==> config.mk <==
export PLATFORM = sky130hd
export DESIGN_NAME = bcam_mbist_top
export DESIGN_NICKNAME = d
export VERILOG_FILES = /design/src/bcam_mbist_pkg.sv /design/src/bcam_mbist_ctrl.sv /design/src/bcam_mbist_inhandler.sv /design/src/bcam_array.sv /design/src/bcam_mbist_resp.sv /design/src/bcam_mbist_top.sv
export VERILOG_INCLUDE_DIRS = /design/src /design/src/src
export SDC_FILE = /design/constraint.sdc
export NUM_CORES = 1
export LEC_CHECK = 0
export BUFFER_PORTS_ARGS = -buffer_cell sky130_fd_sc_hd__buf_2
export CELL_PAD_IN_SITES_DETAIL_PLACEMENT = 1
export CELL_PAD_IN_SITES_GLOBAL_PLACEMENT = 1
export CORE_UTILIZATION = 35
export CTS_CLUSTER_DIAMETER = 80
export DETAILED_ROUTE_END_ITERATION = 16
export PLACE_DENSITY = 0.74
export SYNTH_ARGS = -nofsm -noshare
export SYNTH_HDL_FRONTEND = slang
export SYNTH_SLANG_ARGS = --single-unit
==> constraint.sdc <==
create_clock -name bist_clk -period 2.7 [get_ports bist_clk]
set_input_delay 0.135 -clock bist_clk [delete_from_list [all_inputs] [get_ports bist_clk]]
set_output_delay 0.135 -clock bist_clk [all_outputs]
set_load 0.01 [all_outputs]
==> src/bcam_defs.svh <==
`ifndef BCAM_DEFS_SVH
`define BCAM_DEFS_SVH

// ------------------------------------------------------------
// BCAM geometry
// ------------------------------------------------------------

// Entry width, also the compare word width
`define BCAM_DWIDTH 16

// Number of entries in the array
`define BCAM_ENTRIES 8

// Entry index width, log2 of the entry count
`define BCAM_AWIDTH 3

// ------------------------------------------------------------
// Response analyzer
// ------------------------------------------------------------

// Saturating failure counter width
`define BCAM_CNTW 8

`endif

==> src/bcam_mbist_pkg.sv <==
`include "bcam_defs.svh"

package bcam_mbist_pkg;

   // One stored entry or one compare word
   typedef logic [`BCAM_DWIDTH-1:0] cam_data_t;

   // Entry index
   typedef logic [`BCAM_AWIDTH-1:0] cam_addr_t;

   // One hit bit per entry
   // Bit i set when entry i equals the compare word
   typedef logic [`BCAM_ENTRIES-1:0] match_vec_t;

   // Saturating BIST failure count
   typedef logic [`BCAM_CNTW-1:0] fail_cnt_t;

   // MBIST sequencer phases
   typedef enum logic [1:0] {
      IDLE,
      WRITE,
      COMPARE,
      DRAIN
   } bist_phase_e;

endpackage

==> src/bcam_mbist_ctrl.sv <==
`timescale 1ns/100ps
`include "bcam_defs.svh"

module bcam_mbist_ctrl (
   input  logic                      bist_clk,
   input  logic                      rst_b,
   input  logic                      start,
   input  bcam_mbist_pkg::cam_data_t background,
   input  logic                      inv,
   output logic                      bist_busy,
   output logic                      bist_done,
   output logic                      cm_mode,
   output logic                      data_inv,
   output logic                      mask_en,
   output logic                      rotate_mask,
   output logic                      bist_wr_en,
   output bcam_mbist_pkg::cam_addr_t bist_wr_addr,
   output bcam_mbist_pkg::cam_data_t bist_wr_data,
   output logic                      bist_cm_en,
   output logic                      chk_en,
   output logic                      exp_hit,
   output logic                      run_start
);

   import bcam_mbist_pkg::*;

   // Two compares per mask bit position
   localparam int STEPW = $clog2(2 * `BCAM_DWIDTH);

   bist_phase_e      phase;
   cam_addr_t        entry_cnt;
   logic [STEPW-1:0] step_cnt;
   cam_data_t        bg_q;
   logic             inv_q;
   logic             go;

   // Start is only taken from idle
   assign go = (phase == IDLE) && start;

   // ------------------------------------------------------------
   // Phase sequencer
   // ------------------------------------------------------------
   always_ff @(posedge bist_clk) begin
      if (!rst_b) begin
         phase     <= IDLE;
         entry_cnt <= '0;
         step_cnt  <= '0;
         bist_busy <= 1'b0;
         bist_done <= 1'b0;
         run_start <= 1'b0;
         inv_q     <= 1'b0;
      end else begin
         // Pulses default low
         bist_done <= 1'b0;
         run_start <= go;
         case (phase)
            IDLE: begin
               if (start) begin
                  phase     <= WRITE;
                  bist_busy <= 1'b1;
                  inv_q     <= inv;
                  entry_cnt <= '0;
               end
            end
            WRITE: begin
               // One entry per cycle, 0 upward
               entry_cnt <= entry_cnt + 1'b1;
               if (entry_cnt == cam_addr_t'(`BCAM_ENTRIES - 1)) begin
                  phase    <= COMPARE;
                  step_cnt <= '0;
               end
            end
            COMPARE: begin
               step_cnt <= step_cnt + 1'b1;
               if (step_cnt == STEPW'(2 * `BCAM_DWIDTH - 1)) begin
                  phase <= DRAIN;
               end
            end
            DRAIN: begin
               // Last check lands in this cycle
               phase     <= IDLE;
               bist_busy <= 1'b0;
               bist_done <= 1'b1;
            end
            default: begin
               phase <= IDLE;
            end
         endcase
      end
   end

   // Background word held for the whole run
   always_ff @(posedge bist_clk) begin
      if (go) begin
         bg_q <= background;
      end
   end

   // ------------------------------------------------------------
   // Check alignment with the registered match vector
   // ------------------------------------------------------------
   always_ff @(posedge bist_clk) begin
      if (!rst_b) begin
         chk_en  <= 1'b0;
         exp_hit <= 1'b0;
      end else begin
         chk_en  <= bist_cm_en;
         // Unmasked step expects all hit
         exp_hit <= ~mask_en;
      end
   end

   // Write port drive
   assign bist_wr_en   = (phase == WRITE);
   assign bist_wr_addr = entry_cnt;
   assign bist_wr_data = bg_q;
   assign data_inv     = inv_q;

   // Odd steps are masked, mask advances after each of them
   assign cm_mode      = (phase == COMPARE);
   assign bist_cm_en   = (phase == COMPARE);
   assign mask_en      = (phase == COMPARE) && step_cnt[0];
   assign rotate_mask  = (phase == COMPARE) && step_cnt[0];

endmodule

==> src/bcam_mbist_inhandler.sv <==
`timescale 1ns/100ps
`include "bcam_defs.svh"

module bcam_mbist_inhandler (
   input  logic                      bist_clk,
   input  logic                      rst_b,
   input  logic                      cm_mode,
   input  logic                      data_inv,
   input  logic                      mask_en,
   input  logic                      rotate_mask,
   input  bcam_mbist_pkg::cam_data_t bist_wr_data,
   input  bcam_mbist_pkg::cam_data_t func_cm_data,
   output bcam_mbist_pkg::cam_data_t wr_data_out,
   output bcam_mbist_pkg::cam_data_t cm_data_out
);

   import bcam_mbist_pkg::*;

   cam_data_t bist_mask;
   cam_data_t bist_cm_data;
   cam_data_t inv_word;
   cam_data_t mask_word;

   // ------------------------------------------------------------
   // Rotating one-hot mask
   // ------------------------------------------------------------

   // Shifts toward the MSB, top bit wraps into bit 0
   always_ff @(posedge bist_clk) begin
      if (!rst_b) begin
         bist_mask <= cam_data_t'(1);
      end else if (rotate_mask) begin
         bist_mask <= {bist_mask[`BCAM_DWIDTH-2:0], bist_mask[`BCAM_DWIDTH-1]};
      end
   end

   // ------------------------------------------------------------
   // Write and compare data
   // ------------------------------------------------------------

   // Inversion flag spread over the word
   assign inv_word    = {`BCAM_DWIDTH{data_inv}};
   assign wr_data_out = bist_wr_data ^ inv_word;

   // Mask only applies on masked steps
   assign mask_word    = bist_mask & {`BCAM_DWIDTH{mask_en}};

   // One bit flipped gives an all-miss compare
   assign bist_cm_data = wr_data_out ^ mask_word;

   // BIST word while in compare mode, else the functional one
   assign cm_data_out  = cm_mode ? bist_cm_data : func_cm_data;

endmodule

==> src/bcam_array.sv <==
`timescale 1ns/100ps
`include "bcam_defs.svh"

module bcam_array (
   input  logic                       bist_clk,
   input  logic                       rst_b,
   input  logic                       bist_wr_en,
   input  bcam_mbist_pkg::cam_addr_t  bist_wr_addr,
   input  bcam_mbist_pkg::cam_data_t  bist_wr_data,
   input  logic                       func_wr_en,
   input  bcam_mbist_pkg::cam_addr_t  func_wr_addr,
   input  bcam_mbist_pkg::cam_data_t  func_wr_data,
   input  logic                       cm_en,
   input  bcam_mbist_pkg::cam_data_t  cm_data,
   output bcam_mbist_pkg::match_vec_t match,
   output logic                       match_valid
);

   import bcam_mbist_pkg::*;

   // Entry storage, undefined until written
   cam_data_t  mem [`BCAM_ENTRIES];
   match_vec_t hit;

   // ------------------------------------------------------------
   // Write port
   // ------------------------------------------------------------

   // BIST write wins a same-cycle collision
   always_ff @(posedge bist_clk) begin
      if (bist_wr_en) begin
         mem[bist_wr_addr] <= bist_wr_data;
      end else if (func_wr_en) begin
         mem[func_wr_addr] <= func_wr_data;
      end
   end

   // ------------------------------------------------------------
   // Compare port
   // ------------------------------------------------------------

   // Parallel equality against every entry
   always_comb begin
      for (int i = 0; i < `BCAM_ENTRIES; i++) begin
         hit[i] = (mem[i] == cm_data);
      end
   end

   // Result registered, so a same-cycle write is not yet seen
   always_ff @(posedge bist_clk) begin
      if (cm_en) begin
         match <= hit;
      end
   end

   always_ff @(posedge bist_clk) begin
      if (!rst_b) begin
         match_valid <= 1'b0;
      end else begin
         match_valid <= cm_en;
      end
   end

endmodule

==> src/bcam_mbist_resp.sv <==
`timescale 1ns/100ps

module bcam_mbist_resp (
   input  logic                       bist_clk,
   input  logic                       rst_b,
   input  logic                       run_start,
   input  logic                       chk_en,
   input  logic                       exp_hit,
   input  bcam_mbist_pkg::match_vec_t match,
   output logic                       bist_fail,
   output bcam_mbist_pkg::fail_cnt_t  fail_count
);

   import bcam_mbist_pkg::*;

   match_vec_t exp_vec;
   logic       miscompare;

   // ------------------------------------------------------------
   // Expected vector
   // ------------------------------------------------------------

   // All entries hold the same word, so all hit or all miss
   assign exp_vec    = exp_hit ? '1 : '0;
   assign miscompare = chk_en && (match != exp_vec);

   // ------------------------------------------------------------
   // Sticky flag and saturating count
   // ------------------------------------------------------------
   always_ff @(posedge bist_clk) begin
      if (!rst_b) begin
         bist_fail  <= 1'b0;
         fail_count <= '0;
      end else if (run_start) begin
         // Fresh run
         bist_fail  <= 1'b0;
         fail_count <= '0;
      end else if (miscompare) begin
         bist_fail <= 1'b1;
         // Hold at full scale
         if (fail_count != '1) begin
            fail_count <= fail_count + 1'b1;
         end
      end
   end

endmodule

==> src/bcam_mbist_top.sv <==
`timescale 1ns/100ps

module bcam_mbist_top (
   input  logic                       bist_clk,
   input  logic                       rst_b,
   input  logic                       start,
   input  logic                       inv,
   input  logic                       func_wr_en,
   input  logic                       func_cm_en,
   input  bcam_mbist_pkg::cam_data_t  background,
   input  bcam_mbist_pkg::cam_data_t  func_wr_data,
   input  bcam_mbist_pkg::cam_data_t  func_cm_data,
   input  bcam_mbist_pkg::cam_addr_t  func_wr_addr,
   output bcam_mbist_pkg::match_vec_t match,
   output logic                       match_valid,
   output logic                       bist_busy,
   output logic                       bist_done,
   output logic                       bist_fail,
   output bcam_mbist_pkg::fail_cnt_t  fail_count
);

   import bcam_mbist_pkg::*;

   logic      cm_mode;
   logic      data_inv;
   logic      mask_en;
   logic      rotate_mask;
   logic      bist_wr_en;
   cam_addr_t bist_wr_addr;
   cam_data_t bist_wr_data;
   cam_data_t wr_data_out;
   cam_data_t cm_data_out;
   logic      bist_cm_en;
   logic      chk_en;
   logic      exp_hit;
   logic      run_start;
   logic      cm_en;

   // Functional compares dropped while the BIST runs
   assign cm_en = bist_cm_en | (func_cm_en & ~bist_busy);

   // ------------------------------------------------------------
   // Sequencer, data path, array, analyzer
   // ------------------------------------------------------------
   bcam_mbist_ctrl u_ctrl (
      .bist_clk     (bist_clk),
      .rst_b        (rst_b),
      .start        (start),
      .background   (background),
      .inv          (inv),
      .bist_busy    (bist_busy),
      .bist_done    (bist_done),
      .cm_mode      (cm_mode),
      .data_inv     (data_inv),
      .mask_en      (mask_en),
      .rotate_mask  (rotate_mask),
      .bist_wr_en   (bist_wr_en),
      .bist_wr_addr (bist_wr_addr),
      .bist_wr_data (bist_wr_data),
      .bist_cm_en   (bist_cm_en),
      .chk_en       (chk_en),
      .exp_hit      (exp_hit),
      .run_start    (run_start)
   );

   bcam_mbist_inhandler u_inhandler (
      .bist_clk     (bist_clk),
      .rst_b        (rst_b),
      .cm_mode      (cm_mode),
      .data_inv     (data_inv),
      .mask_en      (mask_en),
      .rotate_mask  (rotate_mask),
      .bist_wr_data (bist_wr_data),
      .func_cm_data (func_cm_data),
      .wr_data_out  (wr_data_out),
      .cm_data_out  (cm_data_out)
   );

   // BIST write data arrives already inverted
   bcam_array u_array (
      .bist_clk     (bist_clk),
      .rst_b        (rst_b),
      .bist_wr_en   (bist_wr_en),
      .bist_wr_addr (bist_wr_addr),
      .bist_wr_data (wr_data_out),
      .func_wr_en   (func_wr_en),
      .func_wr_addr (func_wr_addr),
      .func_wr_data (func_wr_data),
      .cm_en        (cm_en),
      .cm_data      (cm_data_out),
      .match        (match),
      .match_valid  (match_valid)
   );

   bcam_mbist_resp u_resp (
      .bist_clk   (bist_clk),
      .rst_b      (rst_b),
      .run_start  (run_start),
      .chk_en     (chk_en),
      .exp_hit    (exp_hit),
      .match      (match),
      .bist_fail  (bist_fail),
      .fail_count (fail_count)
   );

endmodule

==> impl_metrics.yaml, run 1 <==
synth:
  seq_area_frac_synth: 0.461
  ys_ff_latch: 194
  synth_top_area_share: 0.389
  synthAdderAreaFrac: 0.0107
  synthMuxAreaShare: 0.0194
  synth.avg_cell_area_um2: 9.45
  synth.largest_area_cell: "edfxtp_1"
  synthTopCellsByCount: "nor3_1, edfxtp_1, nor2_1"
  synth_top_family_by_area: "simple AND/OR/NAND/NOR gates"
  synth-simple-area-share: 0.284
  synth.most_common_cell: "nor3_1"
  synth_edf_count: 152
  syn_nets: 1308
  synth.cell_area_um2: 11700
  synthArstFlopShare: 0
  synth-xor-area-share: 0.0402
  synth_compound_area_frac: 0.154
  synthTopCellsByArea: "edfxtp_1, dfxtp_1, a2111oi_0, nor3_1, and2_1"
  ys.flop_type: "edfxtp_1"
  ys.warnings.count: 0
  synthCells: 1241
  synth_cell_types: 48
power_and_ir_drop:
  power_leakage_nw: 5.10
  power_density_nw_per_um2: 858
  ir_drop_mv: 0.507
  totalPowerFinal_mw: 12.9
floorplanning:
  core_um2: 32800
  start_util: 0.358
  row_count: 66
  die_h_um: 185
  dieWidth_um: 185
  die-area_um2: 34200
  io_pins: 77
routing:
  drtIter0Drc: 889
  first_pass_iters: 5
  ant_nets: 0
  post_drt_via_cell_ratio: 5.95
  via_count: 11300
  wirelength_um: 42700
  drc: 0
  wire_per_inst_um: 22.5
global_routing:
  antenna_found_initial: 0
  grt_max_degree: 36
  grt.total_usage: 0.252
  grt-ovfl-total: 0
  grt_pass1_vias: 11500
  grt_pass1_wl_um: 65100
worst_setup_path:
  r2r_start: "u_ctrl.phase[0]"
  crit_type: "reg -> reg"
  timing.rr.end: "u_array.match[5]"
  cp-start-kind: "flop"
  critPathArrivalTime_ns: 3.01
  startpoint: "u_ctrl.phase[0]"
  reg2reg_depth: 10
  r2r_slack_ns: 0.02
  worst_ep_required_time_ns: 3.02
  end_kind: "flop"
  cp_max_fo: 8
cells_and_area:
  diodes: 0
  nets: 1507
  multi_input_area_um2: 6500
  fillers: 3759
  final_layout_size_suffix_gt1_frac: 0.255
  final_util: 0.459
  syn_to_final_growth_pct: 28.2
  ff_latch_area_um2: 5410
placed_design:
  place_ws_ns: -0.460
  place_congestion: 0.854
  hpwl_um: 29900
  port_buffers: 76
cts:
  clkTransAtPathRegs_ns: 0.08
  clkSinkCount: 194
  cts-buffers-inserted: 17
  htree_levels: 4
  cts_root_buffer: "clkbuf_16"
  clockBufferDepth: 2
  cts_tree: "done"
  clk-insertion-delay-late_ns: 0.47
sta:
  hold_violations: 0
  period_share: 0.994
  rsz0062_at_grt: "yes"
  finalClockSkew_ns: 0.0175
  fmax_mhz: 373
  slew_headroom: 0.471
  min_period_ns: 2.68
  tightest_slew_ns: 0.792
  finalMaxSlewViolations: 0
  setup_viol: 0
  fin_ws_ns: 0.0173
hold_path:
  hold_start: "func_wr_data[3]"
  min_to: "u_array.mem[0][3]"
  hold_class: "in -> reg"
  whs_path_depth: 3
run_status:
  status: "finished clean"
run:
  max_cap_viol_count: 0
metal layers:
metal	track usage	part of all wire	vias up	wire (um)
met5	0	0	-	0
met3	0.0313	0.040	60	1700
met4	0.0826	0.025	0	1090
li1	-	-	5121	-
met1	0.321	0.43	5782	18500
met2	0.441	0.50	304	21400
power by group:
| group | leakage, nW | switching (mW) | internal [mW] | total [mW] |
|---|---|---|---|---|
| sequential | 1.74 | 0.379 | 3.97 | 4.35 |
| clock | 0.289 | 1.32 | 1.33 | 2.64 |
| combinational | 3.08 | 3.57 | 2.34 | 5.91 |
cells by family after synthesis:
logic type,count (synthesis)
xor gates and xnor gates,32
adders and majority gates,10
and+or+nand+nor,664
DFF,194
muxes,19
buffers and inverters,85
AOI/OAI and AO/OA,237
timing repair:
item,CTS,global route
endpoints found under the hold margin,18,0
pin swaps,2,4
hold buffers,18,0
gates resized for setup,77,77
endpoints found under the setup margin,8,8
cloned,0,1
buffers inserted,5,8
worst max path at each step:
stage	end	slack (ns)	cells after the start
after global placement	u_array.match[5]	-0.38	10
after CTS	u_array.match[0]	-0.05	12
final	u_array.match[5]	0.02	10
after detailed placement	u_array.match[5]	-0.46	9
after floorplan	u_array.mem[1][0]	0.11	8
after global routing	u_array.match[5]	-0.05	10
layout by cell type, fill, tap and decap left out, types with 6 or more instances in the layout:
cell type,count
nor2_2,8
nand4_1,51
buf_4,143
a2111oi_0,24
o21a_1,8
buf_12,13
o2111ai_1,32
a21oi_1,40
edfxtp_1,152
clkbuf_16,19
and3_1,10
dfxtp_1,40
a2111oi_1,33
o21ai_0,28
nor3_1,154
mux2i_4,8
xnor2_2,11
a2111oi_4,7
a2111oi_2,32
xor2_2,6
dlygate4sd3_1,18
xor2_1,6
nand3_1,14
nand2b_1,29
mux2i_1,6
nor2b_1,13
and2_1,87
buf_2,76
a21bo_2,7
ha_1,9
nor2_1,122
or3_1,25
inv_1,13
and4b_1,8
nand2_1,128
area by class of cell:
type                    count  share of cell area
clock buffers              20              0.0318
clock inverters            12             0.00724
inverters                  13             0.00325
multi-input cells         962               0.432
flip-flops and latches    194               0.360
well taps                 442              0.0368
repair buffers            252               0.129
stage by stage:
step                      setup TNS [ns]  std cells  instance area [um^2]  hold WS [ns]
after floorplan                        0       1241                 11700         0.207
after CTS                         -0.125       1887                 14700         0.165
after global placement             -2.03       1832                 13600         0.312
final                                  0       1895                 15000         0.172
after detailed placement           -2.94       1832                 13600         0.313
after global routing              -0.142       1895                 15000         0.195
state kept, by name (all words and copies together) (netlist names):
register and count:
u_array.mem 128, u_ctrl.bist_wr_data 16, u_inhandler.bist_mask 16, u_array.match 8
u_resp.fail_count 8, u_ctrl.step_cnt 5, u_ctrl.bist_wr_addr 3, u_ctrl.phase 2
u_array.match_valid 1, u_ctrl.bist_busy 1, u_ctrl.bist_done 1, u_ctrl.chk_en 1
u_ctrl.data_inv 1, u_ctrl.exp_hit 1, u_ctrl.run_start 1, u_resp.bist_fail 1
critical path: stages (launching register included):
cell	delay, ns
dfxtp_1	0.33
inv_1	0.08
ha_4	0.23
buf_4	0.18
and3_1	0.22
mux2i_4	0.29
buf_4	0.19
a2111oi_1	0.08
buf_4	0.15
a2111oi_2	0.50
and4b_1	0.29
No activity file was read; power rests on OpenSTA's default activity.
==> inputs of run 2 (changes only) <==
--- a/config.mk
+++ b/config.mk
@@ -12,7 +12,9 @@
 export CORE_UTILIZATION = 35
 export CTS_CLUSTER_DIAMETER = 80
 export DETAILED_ROUTE_END_ITERATION = 16
-export PLACE_DENSITY = 0.74
+export PLACE_DENSITY = 0.72
 export SYNTH_ARGS = -nofsm -noshare
 export SYNTH_HDL_FRONTEND = slang
+export SYNTH_HIERARCHICAL = 1
 export SYNTH_SLANG_ARGS = --single-unit
+export TNS_END_PERCENT = 50
==> run 2 against run 1 <==
Routed wire length shrank 48%. First-iteration DRC count decreased by 70%. Worst hold slack worse by 0.096 ns. Critical endpoint is now u_array/match[4].
==> impl_metrics.yaml, run 2 <==
run_status:
  status: "finished clean"
synth:
  ys_ff_latch: 194
  synth.cell_area_um2: 9000
  synthTopCellsByArea: "edfxtp_1, xnor2_1, dfxtp_1, mux2_4, nand4_1"
  synth.avg_cell_area_um2: 14.0
  ys.flop_type: "edfxtp_1"
  synth_edf_count: 152
  synthArstFlopShare: 0
  synth.most_common_cell: "edfxtp_1"
  synth_cell_types: 58
  synthTopCellsByCount: "edfxtp_1, xnor2_1, dfxtp_1"
  synth.largest_area_cell: "edfxtp_1"
  seq_area_frac_synth: 0.601
  ys.warnings.count: 6
  synth_top_area_share: 0.507
  synthCells: 642
  syn_nets: 708
sta:
  period_share: 0.937
  finalMaxSlewViolations: 0
  min_period_ns: 2.53
  setup_viol: 0
  finalClockSkew_ns: 0.0186
  hold_violations: 0
  fmax_mhz: 395
  hold_ws_ns: 0.0761
  tightest_slew_ns: 0.674
  slew_headroom: 0.550
worst_setup_path:
  end_kind: "flop"
  worst_ep_required_time_ns: 2.95
  critPathArrivalTime_ns: 2.78
  cp-start-kind: "flop"
  cp_max_fo: 12
  crit_type: "reg -> reg"
cells_and_area:
  multi_input_area_um2: 3340
  syn_to_final_growth_pct: 17.9
  layout_commonest_cell: "edfxtp_1"
  largest_register_ffs: 128
  fillers: 2540
  stdcell_count: 1095
  final_util: 0.422
  regMostFlops: "u_array/mem"
  final_layout_size_suffix_gt1_frac: 0.252
  diodes: 0
  layout_common_cells: "edfxtp_1, xnor2_1, buf_2"
  nets: 818
  ff_latch_area_um2: 5410
placed_design:
  hpwl_um: 15900
  port_buffers: 76
  dp.cells: 1036
  place_congestion: 0.762
floorplanning:
  start_util: 0.357
  die_h_um: 162
  io_pins: 77
  die-area_um2: 26400
  row_count: 58
  dieWidth_um: 162
  core_um2: 25200
power_and_ir_drop:
  power_density_nw_per_um2: 882
  power_leakage_nw: 3.59
  ir_drop_mv: 0.406
cts:
  clkSinkCount: 194
  clk-insertion-delay-late_ns: 0.45
  clkTransAtPathRegs_ns: 0.08
  cts_tree: "done"
  cts-buffers-inserted: 17
  clockBufferDepth: 2
  htree_levels: 4
  cts_root_buffer: "clkbuf_16"
global_routing:
  antenna_found_initial: 0
  grt_max_degree: 26
  grt-ovfl-total: 0
  grt_pass1_wl_um: 33400
  grt.total_usage: 0.175
  grt_pass1_vias: 5740
routing:
  wirelength_um: 22100
  wire_per_inst_um: 20.2
  ant_nets: 0
  drtIter0Drc: 267
  post_drt_via_cell_ratio: 4.91
  first_pass_iters: 4
  drc: 0
  via_count: 5373
run:
  max_cap_viol_count: 0
hold_path:
  hold_class: "in -> reg"
-- run 2: cell count changes after synthesis, moves of 24 or more --
cell	previous run	this run
a2111oi_0	96	0
a21oi_1	40	11
and2_1	87	4
buf_1	24	0
clkbuf_1	33	5
nand2_1	128	27
nand2b_1	31	2
nor2_1	130	20
nor3_1	156	1
o2111ai_1	32	0
o21ai_0	28	3
xnor2_1	5	145
-- run 2: worst max-delay path, cell delays in order (launching register included) --
cell	delay, ns
dfxtp_2	0.34
inv_1	0.08
ha_1	0.17
and2_4	0.19
buf_12	0.14
nand2_1	0.10
xnor2_1	0.14
mux2_2	0.40
xnor2_1	0.17
nand4_1	0.24
nor4_2	0.36
-- run 2: what timing repair did --
action,4_1_cts,5_1_grt
resized for setup,1,10
buffers inserted,0,8
hold buffers,18,0
hold endpoints to repair,17,0
pin swaps,1,3
endpoints found under the setup margin,1,8
cloned,0,1
-- run 2: final timing paths --
check	start	endpoint	slack (ns)	cells after the start
setup / recovery	u_ctrl/phase[0]	u_array/match[4]	0.17	10
hold / removal	func_wr_data[0]	u_array/mem[0][0]	0.08	2
setup reg to reg	u_ctrl/phase[0]	u_array/match[4]	0.17	10
hold reg to reg	u_resp/fail_count[7]	u_resp/fail_count[7]	0.47	1
-- run 2: routing by layer --
layer	up-vias	global-route usage	share of wire
met5	-	0	0
met4	0	0.0742	0.027
met3	31	0.0346	0.037
met2	108	0.307	0.51
met1	2713	0.207	0.42
li1	2521	-	-
-- run 2: cells by family (layout without fill, tap and decap cells) --
group,count (synthesis),count (layout),synth area share
buffers and inverters,43,166,0.0328
AND/OR/NAND/NOR,148,148,0.102
flip-flops,194,194,0.601
AO/OA/AOI/OAI,35,35,0.0271
XOR/XNOR,162,162,0.158
adder cells (fa/ha/maj),9,9,0.0125
multiplexers,51,51,0.0678
-- run 2: layout make-up --
| cell class | instances | share of cell area |
|---|---|---|
| Inverter | 12 | 0.00448 |
| Clock buffer | 19 | 0.0417 |
| Tap cell | 330 | 0.0389 |
| Multi-Input combinational cell | 405 | 0.315 |
| Timing Repair Buffer | 122 | 0.0778 |
| Clock inverter | 13 | 0.0132 |
| Sequential cell | 194 | 0.509 |
-- run 2: power by group --
group,switching (mW),leakage [nW],internal (mW)
Clock,1.19,0.291,1.34
Combinational,1.64,1.56,1.16
Sequential,0.189,1.74,3.85
-- run 2: metrics by stage --
stage          worst slack (ns)  instance area (um^2)  power [mW]  setup TNS, ns
2_1_floorplan            0.0437                  9000        6.04              0
3_3_place_gp              0.155                  9710        6.69              0
3_5_place_dp             0.0891                  9710        6.78              0
4_1_cts                  0.0353                 10500        9.36              0
5_1_grt                 -0.0622                 10600        9.77        -0.0622
6_report                  0.169                 10600        9.36              0
